File: src/design/trigger_link_consts.svh
`ifndef TRIGGER_LINK_CONSTS_SVH
`define TRIGGER_LINK_CONSTS_SVH

// ------------------------------
// Link geometry
// ------------------------------
`define N_CLUSTERS        8     // Clusters per BX
`define CLUSTERS_PER_LINK 4     // Clusters in one link frame
`define N_LINKS           4     // CSC right/left, GEM right/left
`define FRAME_WORDS       5     // Words per frame, also min strobe spacing

// ------------------------------
// Line coding
// ------------------------------
`define COMMA_BYTE        8'hBC // Marks word 0 and the idle word
`define IDLE_BYTE         8'h50 // Low byte of the idle word

// ------------------------------
// Reset and protection
// ------------------------------
`define RESET_HOLD_CYCLES 15    // Silent cycles after reset
`define CRC8_POLY         8'h07 // x^8 + x^2 + x + 1, init 0, MSB first

`endif

File: src/design/trigger_link_pkg.sv
`include "trigger_link_consts.svh"

package trigger_link_pkg;

  // ------------------------------
  // Cluster and BX sample
  // ------------------------------

  // Invalid when addr[10:9] == 2'b11
  typedef struct packed {
    logic [2:0]  size;     // Cluster size
    logic [10:0] addr;     // Pad address
  } cluster_t;

  typedef struct packed {
    cluster_t [`N_CLUSTERS-1:0] clusters; // Cluster 0 in lowest bits
    logic [11:0]                bxn;      // Bunch crossing number
    logic                       bc0;      // Orbit marker
    logic                       overflow; // More clusters than slots
  } bx_sample_t;

  // ------------------------------
  // Link frame pieces
  // ------------------------------

  // One group of clusters for one link, cluster 0 of the group lowest
  typedef struct packed {
    cluster_t [`CLUSTERS_PER_LINK-1:0] clusters;
  } link_payload_t;

  typedef struct packed {
    logic       bc0;       // Bit 7
    logic       overflow;  // Bit 6
    logic [5:0] bxn;       // Low BX bits
  } frame_header_t;

  // Word toward the serializer
  typedef struct packed {
    logic [15:0] data;
    logic        is_k;     // Set on idle words
  } link_word_t;

endpackage

File: src/design/cluster_validator.sv
`timescale 1ns/10ps
`include "trigger_link_consts.svh"

module cluster_validator
  import trigger_link_pkg::*;
(
  input  logic                       clk_40,
  input  logic                       reset,
  input  logic                       bx_strobe,
  input  cluster_t [`N_CLUSTERS-1:0] clusters,
  input  logic [11:0]                bxn,
  input  logic                       bc0,
  input  logic                       overflow,
  output bx_sample_t                 sample,
  output logic                       sample_strobe,
  output logic [`N_CLUSTERS-1:0]     valid_clusters,
  output logic                       valid_clusters_or
);

  localparam int HOLD_W = $clog2(`FRAME_WORDS);
  localparam logic [HOLD_W-1:0] HOLDOFF_START = HOLD_W'(`FRAME_WORDS - 1);

  logic [HOLD_W-1:0]      holdoff;     // Cycles left before next strobe is taken
  logic                   accept;      // Strobe that starts a new sample
  logic [`N_CLUSTERS-1:0] valid_next;

  assign accept = bx_strobe && (holdoff == '0);

  always_comb begin
    for (int i = 0; i < `N_CLUSTERS; i++) begin
      valid_next[i] = (clusters[i].addr[10:9] != 2'b11);  // 11 marks an empty slot
    end
  end

  // ------------------------------
  // Control
  // ------------------------------
  always_ff @(posedge clk_40) begin
    if (reset) begin
      holdoff        <= '0;
      sample_strobe  <= 1'b0;
      valid_clusters <= '0;
    end else begin
      sample_strobe <= accept;
      if (accept) begin
        holdoff        <= HOLDOFF_START;
        valid_clusters <= valid_next;
      end else if (holdoff != '0) begin
        holdoff <= holdoff - 1'b1;
      end
    end
  end

  // Sample holds until the next accepted strobe
  always_ff @(posedge clk_40) begin
    if (accept) begin
      sample <= '{clusters: clusters, bxn: bxn, bc0: bc0, overflow: overflow};
    end
  end

  assign valid_clusters_or = |valid_clusters;

  // Strobes inside one frame time are dropped by the holdoff
  strobe_spacing_a: assert property (
    @(posedge clk_40) disable iff (reset)
    bx_strobe |=> !bx_strobe [*(`FRAME_WORDS - 1)]
  ) else $warning("bx_strobe closer than %0d cycles, strobe dropped", `FRAME_WORDS);

endmodule

File: src/design/link_framer.sv
`timescale 1ns/10ps
`include "trigger_link_consts.svh"

module link_framer
  import trigger_link_pkg::*;
(
  input  logic          clk_40,
  input  logic          reset,
  input  logic          link_ready,
  input  logic          sample_strobe,
  input  frame_header_t header,
  input  link_payload_t payload,
  output link_word_t    tx_word
);

  localparam int CNT_W = $clog2(`FRAME_WORDS);
  localparam logic [CNT_W-1:0] LAST_WORD = CNT_W'(`FRAME_WORDS - 1);

  frame_header_t    header_q;
  link_payload_t    payload_q;
  logic [7:0]       crc_q;
  logic [CNT_W-1:0] word_cnt;   // Word being sent
  logic             in_frame;
  logic             start;      // Frame begins next cycle

  // ------------------------------
  // CRC-8 over header and payload
  // ------------------------------
  function automatic logic [7:0] crc8(input logic [63:0] data);
    logic [7:0] crc;
    logic       fb;
    crc = 8'h00;
    for (int i = 63; i >= 0; i--) begin
      fb  = crc[7] ^ data[i];
      crc = {crc[6:0], 1'b0};
      if (fb) begin
        crc = crc ^ `CRC8_POLY;
      end
    end
    return crc;
  endfunction

  // A new frame may follow word 4 directly
  assign start = sample_strobe && link_ready && (!in_frame || word_cnt == LAST_WORD);

  // ------------------------------
  // Word sequencing
  // ------------------------------
  always_ff @(posedge clk_40) begin
    if (reset) begin
      in_frame <= 1'b0;
      word_cnt <= '0;
    end else if (start) begin
      in_frame <= 1'b1;
      word_cnt <= '0;
    end else if (in_frame) begin
      if (word_cnt == LAST_WORD) begin
        in_frame <= 1'b0;
        word_cnt <= '0;
      end else begin
        word_cnt <= word_cnt + 1'b1;
      end
    end
  end

  // Frame contents, held for the whole frame
  always_ff @(posedge clk_40) begin
    if (start) begin
      header_q  <= header;
      payload_q <= payload;
      crc_q     <= crc8({header, payload});
    end
  end

  // ------------------------------
  // Output mux
  // ------------------------------
  always_comb begin
    tx_word.is_k = 1'b0;
    case (word_cnt)
      0:       tx_word.data = {`COMMA_BYTE, header_q};    // Comma marks frame start
      1:       tx_word.data = payload_q[55:40];
      2:       tx_word.data = payload_q[39:24];
      3:       tx_word.data = payload_q[23:8];
      default: tx_word.data = {payload_q[7:0], crc_q};
    endcase
    if (!in_frame) begin
      tx_word.data = {`COMMA_BYTE, `IDLE_BYTE};
      tx_word.is_k = 1'b1;
    end
  end

  // ------------------------------
  // Checks
  // ------------------------------

  // Link stays silent until the sequencer releases it
  idle_before_ready_a: assert property (
    @(posedge clk_40) disable iff (reset)
    !link_ready |-> tx_word.is_k
  ) else $error("frame sent before link_ready");

endmodule

File: src/design/trigger_links.sv
`timescale 1ns/10ps
`include "trigger_link_consts.svh"

module trigger_links
  import trigger_link_pkg::*;
(
  input  logic                         clk_40,
  input  logic                         reset,
  input  cluster_t [`N_CLUSTERS-1:0]   clusters,
  input  logic [11:0]                  bxn,
  input  logic                         bc0,
  input  logic                         overflow,
  input  logic                         bx_strobe,
  output logic [`N_CLUSTERS-1:0]       valid_clusters,
  output logic                         valid_clusters_or,
  output logic                         link_ready,
  output link_word_t [`N_LINKS-1:0]    tx_words
);

  bx_sample_t                   sample;
  logic                         sample_strobe;
  link_payload_t                payload_right;  // Clusters 0 to 3
  link_payload_t                payload_left;   // Clusters 4 to 7
  frame_header_t                header;
  link_payload_t [`N_LINKS-1:0] link_payloads;

  // ------------------------------
  // Reset hold and input sampling
  // ------------------------------
  tx_reset_sequencer reset_seq_i (
    .clk_40     (clk_40),
    .reset      (reset),
    .link_ready (link_ready)
  );

  cluster_validator validator_i (
    .clk_40            (clk_40),
    .reset             (reset),
    .bx_strobe         (bx_strobe),
    .clusters          (clusters),
    .bxn               (bxn),
    .bc0               (bc0),
    .overflow          (overflow),
    .sample            (sample),
    .sample_strobe     (sample_strobe),
    .valid_clusters    (valid_clusters),
    .valid_clusters_or (valid_clusters_or)
  );

  // ------------------------------
  // Group split and header
  // ------------------------------
  assign payload_right.clusters = sample.clusters[`CLUSTERS_PER_LINK-1:0];
  assign payload_left.clusters  = sample.clusters[`N_CLUSTERS-1:`CLUSTERS_PER_LINK];

  assign header = '{bc0: sample.bc0, overflow: sample.overflow, bxn: sample.bxn[5:0]};

  // ------------------------------
  // Link framers
  // ------------------------------
  // Links 0/1 to CSC, 2/3 to GEM; even links right group, odd links left
  for (genvar i = 0; i < `N_LINKS; i++) begin : g_link
    assign link_payloads[i] = (i % 2 == 0) ? payload_right : payload_left;

    link_framer framer_i (
      .clk_40        (clk_40),
      .reset         (reset),
      .link_ready    (link_ready),
      .sample_strobe (sample_strobe),
      .header        (header),
      .payload       (link_payloads[i]),
      .tx_word       (tx_words[i])
    );

    // Every accepted BX opens a frame on each link in the same cycle
    frame_align_a: assert property (
      @(posedge clk_40) disable iff (reset)
      sample_strobe && link_ready |=>
        !tx_words[i].is_k && tx_words[i].data[15:8] == `COMMA_BYTE
    ) else $error("link %0d did not start its frame with the others", i);
  end

endmodule

File: src/design/tx_reset_sequencer.sv
`timescale 1ns/10ps
`include "trigger_link_consts.svh"

module tx_reset_sequencer (
  input  logic clk_40,
  input  logic reset,
  output logic link_ready
);

  localparam logic [3:0] HOLD_END = 4'(`RESET_HOLD_CYCLES);

  logic [3:0] hold_cnt;  // Cycles since reset release

  // ------------------------------
  // Hold counter
  // ------------------------------
  always_ff @(posedge clk_40) begin
    if (reset) begin
      hold_cnt   <= '0;
      link_ready <= 1'b0;
    end else begin
      if (hold_cnt != HOLD_END) begin
        hold_cnt <= hold_cnt + 4'd1;  // Saturates at HOLD_END
      end
      link_ready <= (hold_cnt == HOLD_END);
    end
  end

  // ------------------------------
  // Checks
  // ------------------------------

  // Once released, the links stay up until the next reset
  ready_sticky_a: assert property (
    @(posedge clk_40)
    $fell(link_ready) |-> $past(reset)
  ) else $error("link_ready dropped without reset");

endmodule

File: config.mk
export PLATFORM = sky130hd
export DESIGN_NAME = trigger_links
export DESIGN_NICKNAME = d
export VERILOG_FILES = /design/src/design/trigger_link_pkg.sv /design/src/design/cluster_validator.sv /design/src/design/link_framer.sv /design/src/design/trigger_links.sv /design/src/design/tx_reset_sequencer.sv
export VERILOG_INCLUDE_DIRS = /design/src /design/src/design
export SDC_FILE = /design/constraint.sdc
export NUM_CORES = 1
export LEC_CHECK = 0
export BUFFER_PORTS_ARGS = -buffer_cell sky130_fd_sc_hd__buf_4
export CORE_MARGIN = 2
export CORE_UTILIZATION = 40
export DETAILED_ROUTE_END_ITERATION = 8
export SYNTH_ARGS = -nofsm -noshare
export SYNTH_HDL_FRONTEND = slang
export SYNTH_SLANG_ARGS = --single-unit
File: constraint.sdc
create_clock -name clk_40 -period 6.9 [get_ports clk_40]
set_clock_uncertainty 0.2 [all_clocks]
set_input_delay 0.345 -clock clk_40 [delete_from_list [all_inputs] [get_ports clk_40]]
set_output_delay 0.345 -clock clk_40 [all_outputs]
set_load 0.1 [all_outputs]
; ---- Word level (Yosys, flattened, before mapping)
; Cells that the tools add are included.
[word_totals]
input_bits = 129
rom_bits = 0
out_inout_bits = 78
latchBits = 0
elab_cells = 1179
ff_bits = 441
mem_bits_rw = 0
mem_count = 0
[classes]
shifts = 0
add_sub_neg = 6
div_mod_pow = 0
multipliers = 0
bitwise = 504
n_eq_ne = 26
order_cmp = 0
reduce_logical = 27
n_mux = 531
[ops]
columns = cell, n
row1 = 8-bit 2-to-1 mux, 252
row2 = 3-bit 2-to-1 mux, 259
row3 = 3-bit inverter, 252
row4 = 16-bit case mux with 4 select lines, 4
row5 = 1-bit XOR, 252
row6 = 17-bit 2-to-1 mux, 4
row7 = "3-bit by 2-bit == test with 1-bit output, second input constant", 8
row8 = "2-bit inequality test, second input constant", 8
row9 = 3-bit logical NOT, 5
row10 = "3-bit by 1-bit adder with 3-bit output, second input constant", 4
row11 = "3-bit by 1-bit == test with 1-bit output, second input constant", 4
row12 = "3-bit == test, second input constant", 4
row13 = 1-bit 2-to-1 mux, 12
row14 = 2-bit OR reduction, 5
row15 = 8-bit OR reduction, 1
row16 = 1-bit logical AND, 6
row17 = "4-bit by 1-bit adder with 4-bit output, second input constant", 1
row18 = "4-bit == test, second input constant", 1
row19 = 1-bit logical NOT, 4
row20 = 1-bit logical OR, 4
row21 = "4-bit inequality test, second input constant", 1
row22 = 3-bit nonzero test, 1
row23 = "3-bit by 1-bit subtractor with 3-bit output, second input constant", 1
row24 = 2-bit nonzero test, 1

; ---- Depth between registers and ports, before layout
; Gate-level depths: netlist of run 1.
[depth]
word_depth = 192
depth_mapped = 10
depth_no_buf = 9

; ---- By module
; A second synthesis of run 1 with hierarchy kept.
[hier_totals]
hier_cells = 1494
area_unflattened_um2 = 24549.8
[modules_own_cells]
columns = mod, cells_each, area_per_inst_um2, seq_area_each_um2, n_inst
row1 = link_framer (g_link[2].framer_i ...), 320, 5108.6, 2242.2, 2
row2 = link_framer (g_link[1].framer_i), 331, 4971.0, 2242.2, 1
row3 = link_framer (g_link[0].framer_i), 329, 4865.9, 2242.2, 1
row4 = cluster_validator, 174, 4279.1, 4023.9, 1
row5 = tx_reset_sequencer, 20, 216.5, 100.1, 1

; ---- Worst setup path before layout of run 1
; Ideal clock, no wire load.
[synth_timing]
path_type = register to register
startpoint = reg reset_seq_i.link_ready
endpoint = reg g_link[0].framer_i.crc_q[0], enable pin
path_slack_ns = 1.213
stages_incl_launch_ff = 3
setup_ns = 0.527
path_buffers = 0
t_required_ns = 6.173
arrival_time_ns = 4.959
synth_period_minus_slack_ns = 5.687
cell_sequence = dfxtp_1 nand2_1 a21oi_1
[synth_via]
elab_chain_len = 2
[synth_lines]
columns = item, line
row1 = "start, declared", tx_reset_sequencer.sv:7  ; output logic link_ready
row2 = "start signal, assigned", tx_reset_sequencer.sv:25  ; link_ready <= (hold_cnt == HOLD_END);
row3 = 1-bit logical AND (2 in a row), link_framer.sv:44  ; assign start = sample_strobe && link_ready && (!in_frame || word_cnt == LAST_WORD);
row4 = net g_link[0].framer_i.start, link_framer.sv:24  ; logic start;
row5 = "end signal, assigned", link_framer.sv:71  ; crc_q <= crc8({header, payload});
row6 = "end, declared", link_framer.sv:21  ; logic [7:0] crc_q;
; The timed path passes the listed nets, and every way through them passes these cells.
; A chain may end at the register's enable or synchronous reset.

; ---- Worst setup path in the final report of run 1
[layout_timing]
startpoint = reg, netlist name validator_i.sample[7]
endpoint = reg g_link[0].framer_i.crc_q[2], data pin
[layout_via]
elab_chain_len = 105
elab_cells_between_ends = 213
cone_classes = mux: 115 / bitwise: 98
[layout_lines]
columns = item, line
row1 = 1-bit XOR *, link_framer.sv:34  ; fb = crc[7] ^ data[i];
row2 = 3-bit 2-to-1 mux *, link_framer.sv:36  ; if (fb) begin
row3 = 8-bit 2-to-1 mux * (6 in a row), link_framer.sv:68  ; if (start) begin
row4 = 1-bit XOR or 8-bit 2-to-1 mux (tied branches), "link_framer.sv:34, link_framer.sv:68"
row5 = 3-bit 2-to-1 mux or 8-bit 2-to-1 mux (tied branches), "link_framer.sv:36, link_framer.sv:68"
row6 = 8-bit 2-to-1 mux * (6 in a row), link_framer.sv:68
row7 = 1-bit XOR or 8-bit 2-to-1 mux (tied branches), "link_framer.sv:34, link_framer.sv:68"
row8 = 3-bit 2-to-1 mux (tied with other cells), link_framer.sv:36
row9 = [... 79 more ...], n/a
row10 = 1-bit XOR or 8-bit 2-to-1 mux (tied branches), "link_framer.sv:34, link_framer.sv:68"
row11 = 3-bit 2-to-1 mux or 8-bit 2-to-1 mux (tied branches), "link_framer.sv:36, link_framer.sv:68"
row12 = 8-bit 2-to-1 mux *, link_framer.sv:68
row13 = 3-bit inverter (no source line) (tied with other cells), n/a
row14 = 3-bit 2-to-1 mux or 8-bit 2-to-1 mux (tied branches), "link_framer.sv:36, link_framer.sv:68"
row15 = 8-bit 2-to-1 mux *, link_framer.sv:68
row16 = 3-bit inverter (no source line) or 1-bit XOR (tied branches), n/a
row17 = 3-bit 2-to-1 mux *, link_framer.sv:36
; Mark *: on every way between the ends. The rest lies on a longest branch, timed or not. The select of a mux whose other input is x is not followed.

==> run_summary.xml, run 1 <==
<?xml version="1.0" encoding="UTF-8"?>
<metrics>
  <group name="run_status">
    <metric name="outcome" unit="">completed</metric>
  </group>
  <group name="synth">
    <metric name="ys_async_sr_fraction" unit="%">0</metric>
    <metric name="yosys_warnings" unit="">0</metric>
    <metric name="synth-edff-count" unit="">408</metric>
    <metric name="ys_top_cells_by_area" unit="">edfxtp_1 (62%), xnor3_1 (7.2%), xnor2_1 (6.3%)</metric>
    <metric name="synthesis.area" unit="mm²">0.01977</metric>
    <metric name="yosys.cell_count.top_type" unit="">edfxtp_1</metric>
    <metric name="synth_nets" unit="">1340</metric>
    <metric name="synth_ff_type" unit="">edfxtp_1</metric>
    <metric name="seq_area_frac_synth" unit="%">65.32</metric>
    <metric name="syn-mean-instance-area" unit="µm²">16.64</metric>
    <metric name="yosys.cell_types.count" unit="">39</metric>
    <metric name="synth_top_cell_area_share" unit="%">61.98</metric>
    <metric name="synthTopCellsByCount" unit="">edfxtp_1 (408), xnor2_1 (143), nor2_1 (83)</metric>
    <metric name="synthesized_instance_count" unit="">1188</metric>
    <metric name="synth.ff_latch_count" unit="">441</metric>
    <metric name="area_leader_netlist" unit="">edfxtp_1</metric>
  </group>
  <group name="layout">
    <metric name="drive_gt1_share" unit="%">20.87</metric>
    <metric name="area_growth_syn_to_layout" unit="%">26.12</metric>
    <metric name="layout.area.seq" unit="mm²">0.01291</metric>
    <metric name="fillers" unit="">4090</metric>
    <metric name="multi_input_area" unit="mm²">0.006645</metric>
    <metric name="post_layout_inst_area" unit="mm²">0.02493</metric>
    <metric name="diodes" unit="">0</metric>
    <metric name="layout.nets" unit="">1672</metric>
  </group>
  <group name="timing">
    <metric name="grt_setup_unrepaired" unit="">no</metric>
    <metric name="maxClockFrequency" unit="GHz">0.2004</metric>
    <metric name="period_needed" unit="ns">4.990</metric>
    <metric name="min_period_over_period" unit="%">72.32</metric>
    <metric name="slew-limit-headroom" unit="%">20.15</metric>
    <metric name="drv_slew" unit="">0</metric>
    <metric name="post-route-worst-setup-slack" unit="ns">1.910</metric>
    <metric name="timing_hold_violations_final" unit="">0</metric>
    <metric name="timing.setup.tns" unit="ns">0</metric>
    <metric name="timing.final.setup_violations" unit="">0</metric>
    <metric name="worstMarginPinSlew" unit="ns">1.198</metric>
  </group>
  <group name="floorplan">
    <metric name="die_h" unit="µm">226.3</metric>
    <metric name="die_area" unit="mm²">0.05121</metric>
    <metric name="die_x" unit="µm">226.3</metric>
    <metric name="cell_row_count" unit="">81</metric>
    <metric name="floorplan.core_area" unit="mm²">0.04885</metric>
    <metric name="start_util" unit="%">40.46</metric>
    <metric name="floorplan.io_pins" unit="">207</metric>
  </group>
  <group name="placement">
    <metric name="place.gp.congestion" unit="">0.8912</metric>
    <metric name="dpl-instance-area" unit="mm²">0.02202</metric>
    <metric name="hpwlAfterDp" unit="µm">37720</metric>
    <metric name="place.port_buffers" unit="">200</metric>
    <metric name="dp_worst_setup_slack" unit="ns">1.928</metric>
  </group>
  <group name="setup_path">
    <metric name="cp-end-kind" unit="">flip-flop</metric>
    <metric name="worst_setup_path_startpoint" unit="">validator_i.sample[7]</metric>
    <metric name="timing.rr.start" unit="">validator_i.sample[7]</metric>
    <metric name="worst_ep_required_time" unit="ns">7.01</metric>
    <metric name="cp_max_fo" unit="">10</metric>
    <metric name="critical_path_arrival" unit="ns">5.10</metric>
    <metric name="startpoint_type" unit="">flip-flop</metric>
    <metric name="crit_type" unit="">flip-flop to flip-flop</metric>
  </group>
  <group name="cts">
    <metric name="cts.repair.resized" unit="">0</metric>
    <metric name="tritoncts" unit="">built</metric>
    <metric name="clkSlewWorstSetupHoldPaths" unit="ns">0.06</metric>
    <metric name="numClockSinks" unit="">441</metric>
    <metric name="cts-root-to-sink-buffers" unit="">3</metric>
    <metric name="cts_root_buffer" unit="">clkbuf_16</metric>
    <metric name="htreeDepth" unit="">2</metric>
    <metric name="cts_made_buffers" unit="">50</metric>
    <metric name="clock_latency" unit="ns">0.59</metric>
  </group>
  <group name="routing">
    <metric name="detail_route.wl_per_cell" unit="µm">24.22</metric>
    <metric name="detail_route.vias_per_cell" unit="">5.219</metric>
    <metric name="vias" unit="">11620</metric>
    <metric name="detail_route.wirelength" unit="µm">53910</metric>
    <metric name="detail_route.iter0.violations" unit="">1221</metric>
    <metric name="post-route-drc-count" unit="">0</metric>
    <metric name="postRouteAntennaNets" unit="">0</metric>
    <metric name="first_pass_iters" unit="">8</metric>
  </group>
  <group name="flow_run">
    <metric name="max_capacitance_violation_count" unit="">0</metric>
  </group>
  <group name="global_route">
    <metric name="maximum_number_of_pins_on_one_net_before_global_route_repair" unit="">74</metric>
    <metric name="globalRoute.totalOverflow" unit="">0</metric>
    <metric name="grtUsageTotal" unit="%">21.02</metric>
    <metric name="global_route_wire_length_before_repair" unit="µm">76780</metric>
    <metric name="grt_antenna_before_repair" unit="">1</metric>
    <metric name="vias_in_the_first_global_route" unit="">11670</metric>
  </group>
  <group name="worst_hold_path">
    <metric name="worst_hold_path_type" unit="">input port to flip-flop</metric>
    <metric name="holdCritStartpoint" unit="">clusters[34]</metric>
  </group>
</metrics>
-- registers in the layout, indices dropped and copies added (netlist names) --
register,cells
g_link.framer_i.payload_q,224
validator_i.sample,120
g_link.framer_i.crc_q,32
g_link.framer_i.header_q,32
g_link.framer_i.word_cnt,12
validator_i.valid_clusters,8
g_link.framer_i.in_frame,4
reset_seq_i.hold_cnt,4
validator_i.holdoff,3
reset_seq_i.link_ready,1
validator_i.sample_strobe,1
-- what timing repair did --
action                                 in CTS  in global routing
setup buffers                               0                  0
hold buffers                              122                  0
endpoints found under the hold margin     146                  0
setup endpoints to repair                   0                  0
-- cells in the final DEF, fill, tap and decap left out, types with 4 or more instances in the layout --
cell | Yosys | routed
o211ai_1 | 20 | 20
bufinv_16 | 0 | 5
nand2_1 | 59 | 59
a22oi_1 | 20 | 20
clkbuf_1 | 46 | 8
a21o_1 | 4 | 4
xnor2_1 | 143 | 143
xor3_1 | 17 | 17
xnor3_1 | 63 | 63
buf_4 | 1 | 208
inv_1 | 19 | 19
a21oi_2 | 0 | 4
ha_1 | 23 | 23
a311oi_1 | 8 | 8
clkinv_1 | 0 | 10
a21oi_1 | 57 | 49
nor3_1 | 5 | 5
mux2i_1 | 5 | 5
clkbuf_16 | 0 | 53
nor2_1 | 83 | 83
xor2_1 | 37 | 37
xnor3_4 | 5 | 5
edfxtp_1 | 408 | 408
nor2b_1 | 11 | 11
xor3_2 | 4 | 4
dlygate4sd3_1 | 0 | 122
a21oi_4 | 0 | 4
clkinvlp_4 | 0 | 4
or3_1 | 4 | 4
a222oi_1 | 44 | 44
xnor2_2 | 9 | 9
clkinv_2 | 0 | 6
a221oi_1 | 24 | 24
xnor3_2 | 9 | 9
dfxtp_1 | 33 | 33
o2111ai_1 | 8 | 8
-- stage by stage --
stage                     hold WS, ns  utilization, %  instances
after floorplan                0.2417               -       1188
after global placement         0.2572           45.08       2010
after CTS                      0.2425           51.03       2226
final                          0.2749           51.03       2226
after detailed placement       0.2796           45.08       2010
after global routing           0.2661           51.03       2226
-- final timing paths --
check / endpoint / slack [ns] / cells past startpoint
setup / recovery: g_link[0].framer_i.crc_q[2] / 1.91 / 9
hold / removal: validator_i.sample[48] / 0.27 / 2
setup reg to reg: g_link[0].framer_i.crc_q[2] / 1.91 / 9
hold reg to reg: validator_i.holdoff[2] / 0.30 / 1
-- cell families (layout without fill, tap and decap cells) --
family / after synthesis / count (layout) / share of synthesized area, %
buffers and inverters: 69 / 443 / 1.374
AND/OR/NAND/NOR: 167 / 167 / 3.443
multiplexers: 5 / 5 / 0.2532
flip-flops: 441 / 441 / 65.32
adder cells (fa/ha/maj): 23 / 23 / 1.456
XOR/XNOR: 293 / 293 / 20.86
AO/OA/AOI/OAI: 190 / 190 / 7.292
-- critical path, stage by stage (launching register included) --
cell and delay [ns]:
edfxtp_1 0.72, xnor3_1 0.64, xnor2_1 0.32, xnor3_1 0.45
xnor3_1 0.34, xnor3_2 0.48, xor2_2 0.23, xnor3_2 0.40
xor3_2 0.46, xnor3_1 0.46
-- layer usage --
| layer | vias up | wire length (µm) | GRT usage [%] |
|---|---|---|---|
| met1 | 5927 | 23810 | 30.44 |
| met5 | - | 13 | 0 |
| met4 | 2 | 1223 | 6.133 |
| met2 | 398 | 25420 | 32.99 |
| met3 | 72 | 3445 | 3.149 |
| li1 | 5219 | - | - |
-- layout make-up --
class | count | share of cell area (%)
sequential | 441 | 51.80
multi-input combinational | 678 | 26.66
timing repair buffer | 330 | 11.16
clock buffer | 63 | 5.551
tap | 664 | 3.333
clock inverter | 31 | 1.215
inverter | 19 | 0.2861
Power of run 1 is not shown: default switching activity piles up to over one toggle a cycle in this logic, so the estimate is an artifact.
==> run 2, diff against run 1 <==
clock period = 4.78 ns   (was 6.9 ns; I/O delays follow)
==> run 2 against run 1 <==
- worst hold slack worse by 0.090 ns
- non-clock buffer count is 26 higher
- final area hardly changed
- utilization hardly changed
- sequential cell count stayed put
- final cell count is 0.90% higher
- sequential share of layout area hardly changed
- via count is 0.72% higher
- setup slack worse by 1.8 ns
- critical path depth stayed put
- wire length is 0.24% higher
- largest cell class unchanged
==> run_summary.xml, run 2 (synthesis gave the netlist of run 1 again) <==
<?xml version="1.0" encoding="UTF-8"?>
<metrics>
  <group name="layout">
    <metric name="drive_gt1_share" unit="%">21.32</metric>
    <metric name="layout.area.seq" unit="mm²">0.01291</metric>
    <metric name="layout_commonest_cell" unit="">edfxtp_1</metric>
    <metric name="multi_input_area" unit="mm²">0.006639</metric>
    <metric name="post_layout_inst_area" unit="mm²">0.02491</metric>
    <metric name="fillers" unit="">4085</metric>
    <metric name="final_cell_mix" unit="">edfxtp_1 (408), buf_4 (231), xnor2_1 (143)</metric>
    <metric name="area_growth_syn_to_layout" unit="%">26.02</metric>
    <metric name="largestRegisters" unit="">g_link.framer_i.payload_q: 224 flops, validator_i.sample: 120 flops</metric>
    <metric name="final_core_utilization" unit="%">50.99</metric>
    <metric name="largest_register_ff_count" unit="">224</metric>
    <metric name="largest-register" unit="">g_link.framer_i.payload_q</metric>
    <metric name="layout.nets" unit="">1696</metric>
  </group>
  <group name="cts">
    <metric name="htreeDepth" unit="">2</metric>
    <metric name="cts_made_buffers" unit="">48</metric>
    <metric name="numClockSinks" unit="">441</metric>
    <metric name="clock_latency" unit="ns">0.57</metric>
    <metric name="cts-root-to-sink-buffers" unit="">3</metric>
    <metric name="clkSlewWorstSetupHoldPaths" unit="ns">0.06</metric>
    <metric name="cts_root_buffer" unit="">clkbuf_16</metric>
    <metric name="tritoncts" unit="">built</metric>
  </group>
  <group name="global_route">
    <metric name="global_route_wire_length_before_repair" unit="µm">76470</metric>
    <metric name="maximum_number_of_pins_on_one_net_before_global_route_repair" unit="">74</metric>
    <metric name="grtUsageTotal" unit="%">21.00</metric>
    <metric name="vias_in_the_first_global_route" unit="">11700</metric>
    <metric name="grt_antenna_before_repair" unit="">0</metric>
    <metric name="globalRoute.totalOverflow" unit="">0</metric>
  </group>
  <group name="routing">
    <metric name="vias" unit="">11700</metric>
    <metric name="first_pass_iters" unit="">6</metric>
    <metric name="detail_route.wl_per_cell" unit="µm">24.06</metric>
    <metric name="detail_route.wirelength" unit="µm">54040</metric>
    <metric name="detail_route.vias_per_cell" unit="">5.210</metric>
    <metric name="detail_route.iter0.violations" unit="">1137</metric>
    <metric name="postRouteAntennaNets" unit="">0</metric>
    <metric name="post-route-drc-count" unit="">0</metric>
  </group>
  <group name="floorplan">
    <metric name="die_h" unit="µm">226.3</metric>
    <metric name="floorplan.core_area" unit="mm²">0.04885</metric>
    <metric name="cell_row_count" unit="">81</metric>
    <metric name="floorplan.io_pins" unit="">207</metric>
    <metric name="die_area" unit="mm²">0.05121</metric>
    <metric name="die_x" unit="µm">226.3</metric>
    <metric name="start_util" unit="%">40.46</metric>
  </group>
  <group name="flow_run">
    <metric name="max_capacitance_violation_count" unit="">0</metric>
  </group>
  <group name="setup_path">
    <metric name="critPathCapture" unit="">g_link[1].framer_i.crc_q[4]</metric>
    <metric name="worst_r2r_path_depth" unit="">9</metric>
    <metric name="worst_ep_required_time" unit="ns">4.88</metric>
    <metric name="startpoint_type" unit="">flip-flop</metric>
    <metric name="cp_top_family" unit="">XOR/XNOR gates</metric>
    <metric name="timing.rr.start" unit="">validator_i.sample[4]</metric>
    <metric name="crit-reg2reg-capture" unit="">g_link[1].framer_i.crc_q[4]</metric>
    <metric name="critical_path.max_stage_delay" unit="ns">0.56</metric>
    <metric name="cp_max_fo" unit="">7</metric>
    <metric name="rrSetupSlack" unit="ns">0.11</metric>
    <metric name="cp_num_cells" unit="">9</metric>
    <metric name="crit_path_frequent_cell" unit="">xnor3_1</metric>
    <metric name="crit_type" unit="">flip-flop to flip-flop</metric>
    <metric name="path_cells" unit="">buf_4, xnor2_4, xnor3_4, xor3_1, xnor3_1, xnor3_2, xnor3_1, xnor3_1, xnor3_1</metric>
    <metric name="crit_path_top_delay_cell" unit="">xnor3_4</metric>
    <metric name="critical_path_buffer_and_inverter_count" unit="">1</metric>
    <metric name="critical_path_arrival" unit="ns">4.77</metric>
    <metric name="worst_setup_path_startpoint" unit="">validator_i.sample[4]</metric>
    <metric name="cp-end-kind" unit="">flip-flop</metric>
  </group>
  <group name="timing">
    <metric name="maxClockFrequency" unit="GHz">0.2142</metric>
    <metric name="timing_hold_violations_final" unit="">0</metric>
    <metric name="period_needed" unit="ns">4.669</metric>
    <metric name="slew-limit-headroom" unit="%">30.71</metric>
    <metric name="grt_setup_unrepaired" unit="">no</metric>
    <metric name="worstMarginPinSlew" unit="ns">1.039</metric>
    <metric name="drv_slew" unit="">0</metric>
    <metric name="min_period_over_period" unit="%">97.67</metric>
    <metric name="timing.final.setup_violations" unit="">0</metric>
  </group>
  <group name="placement">
    <metric name="place.port_buffers" unit="">200</metric>
    <metric name="dpl-instance-area" unit="mm²">0.02221</metric>
    <metric name="place.gp.congestion" unit="">0.8776</metric>
    <metric name="hpwlAfterDp" unit="µm">37970</metric>
  </group>
  <group name="run_status">
    <metric name="outcome" unit="">completed</metric>
  </group>
  <group name="worst_hold_path">
    <metric name="worst_hold_path_type" unit="">input port to flip-flop</metric>
  </group>
</metrics>
-- run 2: cell count changes in the layout (fill, tap and decap cells not counted), sizes merged --
cell	previous run	this run
buf	208	233
bufinv	5	2
inv	22	19
clkinvlp	4	3
diode	0	1
dlygate4sd3	122	123
-- run 2: routing by layer --
metal  part of all wire, %  vias to the layer above  routed length, µm  GRT usage, %
li1                      -                     5260                  -             -
met1                    45                     5946              24290         30.49
met2                    47                      431              25220         33.08
met3                   6.3                       65               3393         2.942
met4                   2.1                        0               1132         6.112
met5                     0                        -                  0             0
-- run 2: layout make-up --
cell class                      instances  area share [%]
Sequential cell                       441           51.84
Multi-Input combinational cell        678           26.65
Timing Repair Buffer                  356           12.07
Clock buffer                           63           5.134
Tap cell                              664           3.335
Clock inverter                         24          0.6781
Inverter                               19          0.2863
Antenna cell                            1         0.01005
-- run 2: worst register-to-register path, cell delays in order (launching register included) --
cell and delay (ns):
edfxtp_1 0.45, buf_4 0.19, xnor2_4 0.31, xnor3_4 0.56, xor3_1 0.43, xnor3_1 0.52
xnor3_2 0.53, xnor3_1 0.41, xnor3_1 0.43, xnor3_1 0.37
-- run 2: stage by stage --
step                      setup WS (ns)  setup TNS, ns  hold slack, ns  std cells
final                            0.1113              0          0.1844       2246
after global routing           0.009369              0          0.1678       2245
after CTS                        0.1175              0          0.1505       2243
after detailed placement         0.1206              0          0.2184       2033
after global placement           0.1940              0          0.2179       2033
after floorplan                 -0.9066        -264.02          0.1379       1188
-- run 2: repair_timing --
action / CTS / global route
hold buffers: 123 / 0
setup endpoints to repair: 0 / 4
hold endpoints to repair: 153 / 0
buffers inserted: 0 / 2
gates resized for setup: 0 / 1
-- run 2: worst min-delay path by stage --
stage	start	endpoint	cells past startpoint
CTS	clusters[8]	validator_i.sample[22]	2
detailed placement	clusters[88]	validator_i.sample[102]	1
floorplan	overflow	validator_i.sample[0]	0
global placement	clusters[89]	validator_i.sample[103]	1
global route	clusters[45]	validator_i.sample[59]	2
finish	clusters[28]	validator_i.sample[42]	2
Power of run 2 is left out for the same reason.
==> run 3, diff against run 2 <==
BUFFER_PORTS_ARGS = -buffer_cell sky130_fd_sc_hd__buf_2   (was -buffer_cell sky130_fd_sc_hd__buf_4)
==> run 3 against run 2 <==
- via count decreased by 0.56%
- count of clock-buffer cells in the layout fell by 6
- fmax up 1.3%
- global-route usage is 0.053 points higher
- sequential share of layout area increased by 0.66 points
- die area stayed put
- non-clock buffer count is 4 lower
- register-to-register slack improved by 0.06 ns
- final cell count did not move
- highest routed layer unchanged
==> run_summary.xml, run 3 (synthesis gave the netlist of run 1 again) <==
<?xml version="1.0" encoding="UTF-8"?>
<metrics>
  <group name="run_status">
    <metric name="outcome" unit="">completed</metric>
  </group>
  <group name="floorplan">
    <metric name="start_util" unit="%">40.46</metric>
    <metric name="die_area" unit="mm²">0.05121</metric>
    <metric name="floorplan.io_pins" unit="">207</metric>
    <metric name="die_x" unit="µm">226.3</metric>
    <metric name="cell_row_count" unit="">81</metric>
    <metric name="die_h" unit="µm">226.3</metric>
    <metric name="floorplan.core_area" unit="mm²">0.04885</metric>
  </group>
  <group name="cts">
    <metric name="cts-root-to-sink-buffers" unit="">3</metric>
    <metric name="htreeDepth" unit="">2</metric>
    <metric name="cts_root_buffer" unit="">clkbuf_16</metric>
    <metric name="cts_made_buffers" unit="">49</metric>
    <metric name="cts_post_setup_buffers_inserted" unit="">0</metric>
    <metric name="clock_latency" unit="ns">0.59</metric>
    <metric name="ctsHoldBuffers" unit="">122</metric>
    <metric name="cts.repair.resized" unit="">0</metric>
    <metric name="clkSlewWorstSetupHoldPaths" unit="ns">0.06</metric>
    <metric name="tritoncts" unit="">built</metric>
    <metric name="numClockSinks" unit="">441</metric>
  </group>
  <group name="worst_hold_path">
    <metric name="worst_hold_path_type" unit="">input port to flip-flop</metric>
    <metric name="holdCritStartpoint" unit="">clusters[89]</metric>
  </group>
  <group name="global_route">
    <metric name="vias_in_the_first_global_route" unit="">11600</metric>
    <metric name="maximum_number_of_pins_on_one_net_before_global_route_repair" unit="">74</metric>
    <metric name="global_route_wire_length_before_repair" unit="µm">76580</metric>
    <metric name="grtUsageTotal" unit="%">21.06</metric>
    <metric name="globalRoute.totalOverflow" unit="">0</metric>
    <metric name="grt_antenna_before_repair" unit="">1</metric>
  </group>
  <group name="routing">
    <metric name="detail_route.vias_per_cell" unit="">5.181</metric>
    <metric name="first_pass_iters" unit="">7</metric>
    <metric name="detail_route.iter0.violations" unit="">1177</metric>
    <metric name="postRouteAntennaNets" unit="">0</metric>
    <metric name="detail_route.wirelength" unit="µm">54070</metric>
    <metric name="post-route-drc-count" unit="">0</metric>
    <metric name="vias" unit="">11640</metric>
    <metric name="detail_route.wl_per_cell" unit="µm">24.07</metric>
  </group>
  <group name="timing">
    <metric name="slew-limit-headroom" unit="%">31.35</metric>
    <metric name="grt_setup_unrepaired" unit="">no</metric>
    <metric name="timing.final.setup_violations" unit="">0</metric>
    <metric name="worstMarginPinSlew" unit="ns">1.030</metric>
    <metric name="drv_slew" unit="">0</metric>
    <metric name="maxClockFrequency" unit="GHz">0.2170</metric>
    <metric name="post-route-worst-setup-slack" unit="ns">0.1712</metric>
    <metric name="period_needed" unit="ns">4.609</metric>
    <metric name="min_period_over_period" unit="%">96.42</metric>
    <metric name="timing_hold_violations_final" unit="">0</metric>
  </group>
  <group name="layout">
    <metric name="layout.nets" unit="">1693</metric>
    <metric name="drive_gt1_share" unit="%">21.81</metric>
    <metric name="diodes" unit="">0</metric>
    <metric name="largest_register_ff_count" unit="">224</metric>
    <metric name="fillers" unit="">4144</metric>
    <metric name="layout_commonest_cell" unit="">edfxtp_1</metric>
    <metric name="post_layout_inst_area" unit="mm²">0.02460</metric>
    <metric name="final_cell_mix" unit="">edfxtp_1 (408), buf_2 (200), xnor2_1 (143)</metric>
    <metric name="largest-register" unit="">g_link.framer_i.payload_q</metric>
    <metric name="largestRegisters" unit="">g_link.framer_i.payload_q: 224 flops, validator_i.sample: 120 flops</metric>
    <metric name="area_growth_syn_to_layout" unit="%">24.44</metric>
  </group>
  <group name="setup_path">
    <metric name="timing.rr.start" unit="">validator_i.sample[4]</metric>
    <metric name="critical_path_arrival" unit="ns">4.73</metric>
    <metric name="cp_num_cells" unit="">10</metric>
    <metric name="cp_max_fo" unit="">7</metric>
    <metric name="crit_path_top_delay_cell" unit="">xnor3_2</metric>
    <metric name="crit_type" unit="">flip-flop to flip-flop</metric>
    <metric name="worst_setup_path_startpoint" unit="">validator_i.sample[4]</metric>
    <metric name="cp_top_family" unit="">XOR/XNOR gates</metric>
    <metric name="path_cells" unit="">buf_4, xnor2_4, xor3_2, xnor3_2, xnor3_1, xnor3_2, xor2_2, xnor3_2, xor3_2, xnor3_1</metric>
    <metric name="rrSetupSlack" unit="ns">0.17</metric>
    <metric name="critical_path.max_stage_delay" unit="ns">0.49</metric>
    <metric name="startpoint_type" unit="">flip-flop</metric>
    <metric name="worst_r2r_path_depth" unit="">10</metric>
    <metric name="crit_path_frequent_cell" unit="">xnor3_2</metric>
    <metric name="crit-reg2reg-capture" unit="">g_link[0].framer_i.crc_q[2]</metric>
    <metric name="critPathCapture" unit="">g_link[0].framer_i.crc_q[2]</metric>
    <metric name="cp-end-kind" unit="">flip-flop</metric>
    <metric name="worst_ep_required_time" unit="ns">4.90</metric>
    <metric name="critical_path_buffer_and_inverter_count" unit="">1</metric>
  </group>
  <group name="placement">
    <metric name="hpwlAfterDp" unit="µm">38190</metric>
    <metric name="place.port_buffers" unit="">200</metric>
    <metric name="dp_worst_setup_slack" unit="ns">0.2029</metric>
    <metric name="dpl-instance-area" unit="mm²">0.02171</metric>
    <metric name="place.gp.congestion" unit="">0.8798</metric>
  </group>
  <group name="flow_run">
    <metric name="max_capacitance_violation_count" unit="">0</metric>
  </group>
</metrics>
## run 3: cell types whose count changed in the layout (fill, tap and decap cells not counted), moves of 3 or more
cell	delta
clkbuf_1	-8
bufinv_16	+5
inv_6	+3
buf_2	+200
buf_4	-204
clkinv_2	+3
## run 3: worst min path at each step
| stage | to | cells past startpoint |
|---|---|---|
| 2_1_floorplan | validator_i.sample[0] | 0 |
| 3_3_place_gp | validator_i.sample[31] | 1 |
| 3_5_place_dp | validator_i.sample[35] | 1 |
| 4_1_cts | validator_i.sample[62] | 2 |
| 5_1_grt | validator_i.sample[31] | 2 |
| 6_report | validator_i.sample[103] | 2 |
## run 3: final cells by class
type	instances	area [µm²]	share of cell area, %
clock buffers	57	1299	5.280
clock inverters	35	369.1	1.501
inverters	19	71.32	0.2899
multi-input cells	678	6630	26.95
flip-flops and latches	441	12910	52.50
well taps	664	830.8	3.378
repair buffers	352	2485	10.10
## run 3: through the flow
step	cells	util, %	hold WS (ns)	setup TNS (ns)
3_3_place_gp	2032	44.44	0.2162	0
3_5_place_dp	2032	44.44	0.2171	0
2_1_floorplan	1188	-	0.1379	-264.02
4_1_cts	2246	50.35	0.1176	0
6_report	2246	50.35	0.1593	0
5_1_grt	2246	50.35	0.1396	0
## run 3: metal layers
metal,global-route usage [%],wire length (µm)
met4,6.409,1189
met2,32.98,25200
met1,30.66,24210
met5,0,0
met3,2.864,3470
Power of run 3 is left out for the same reason.
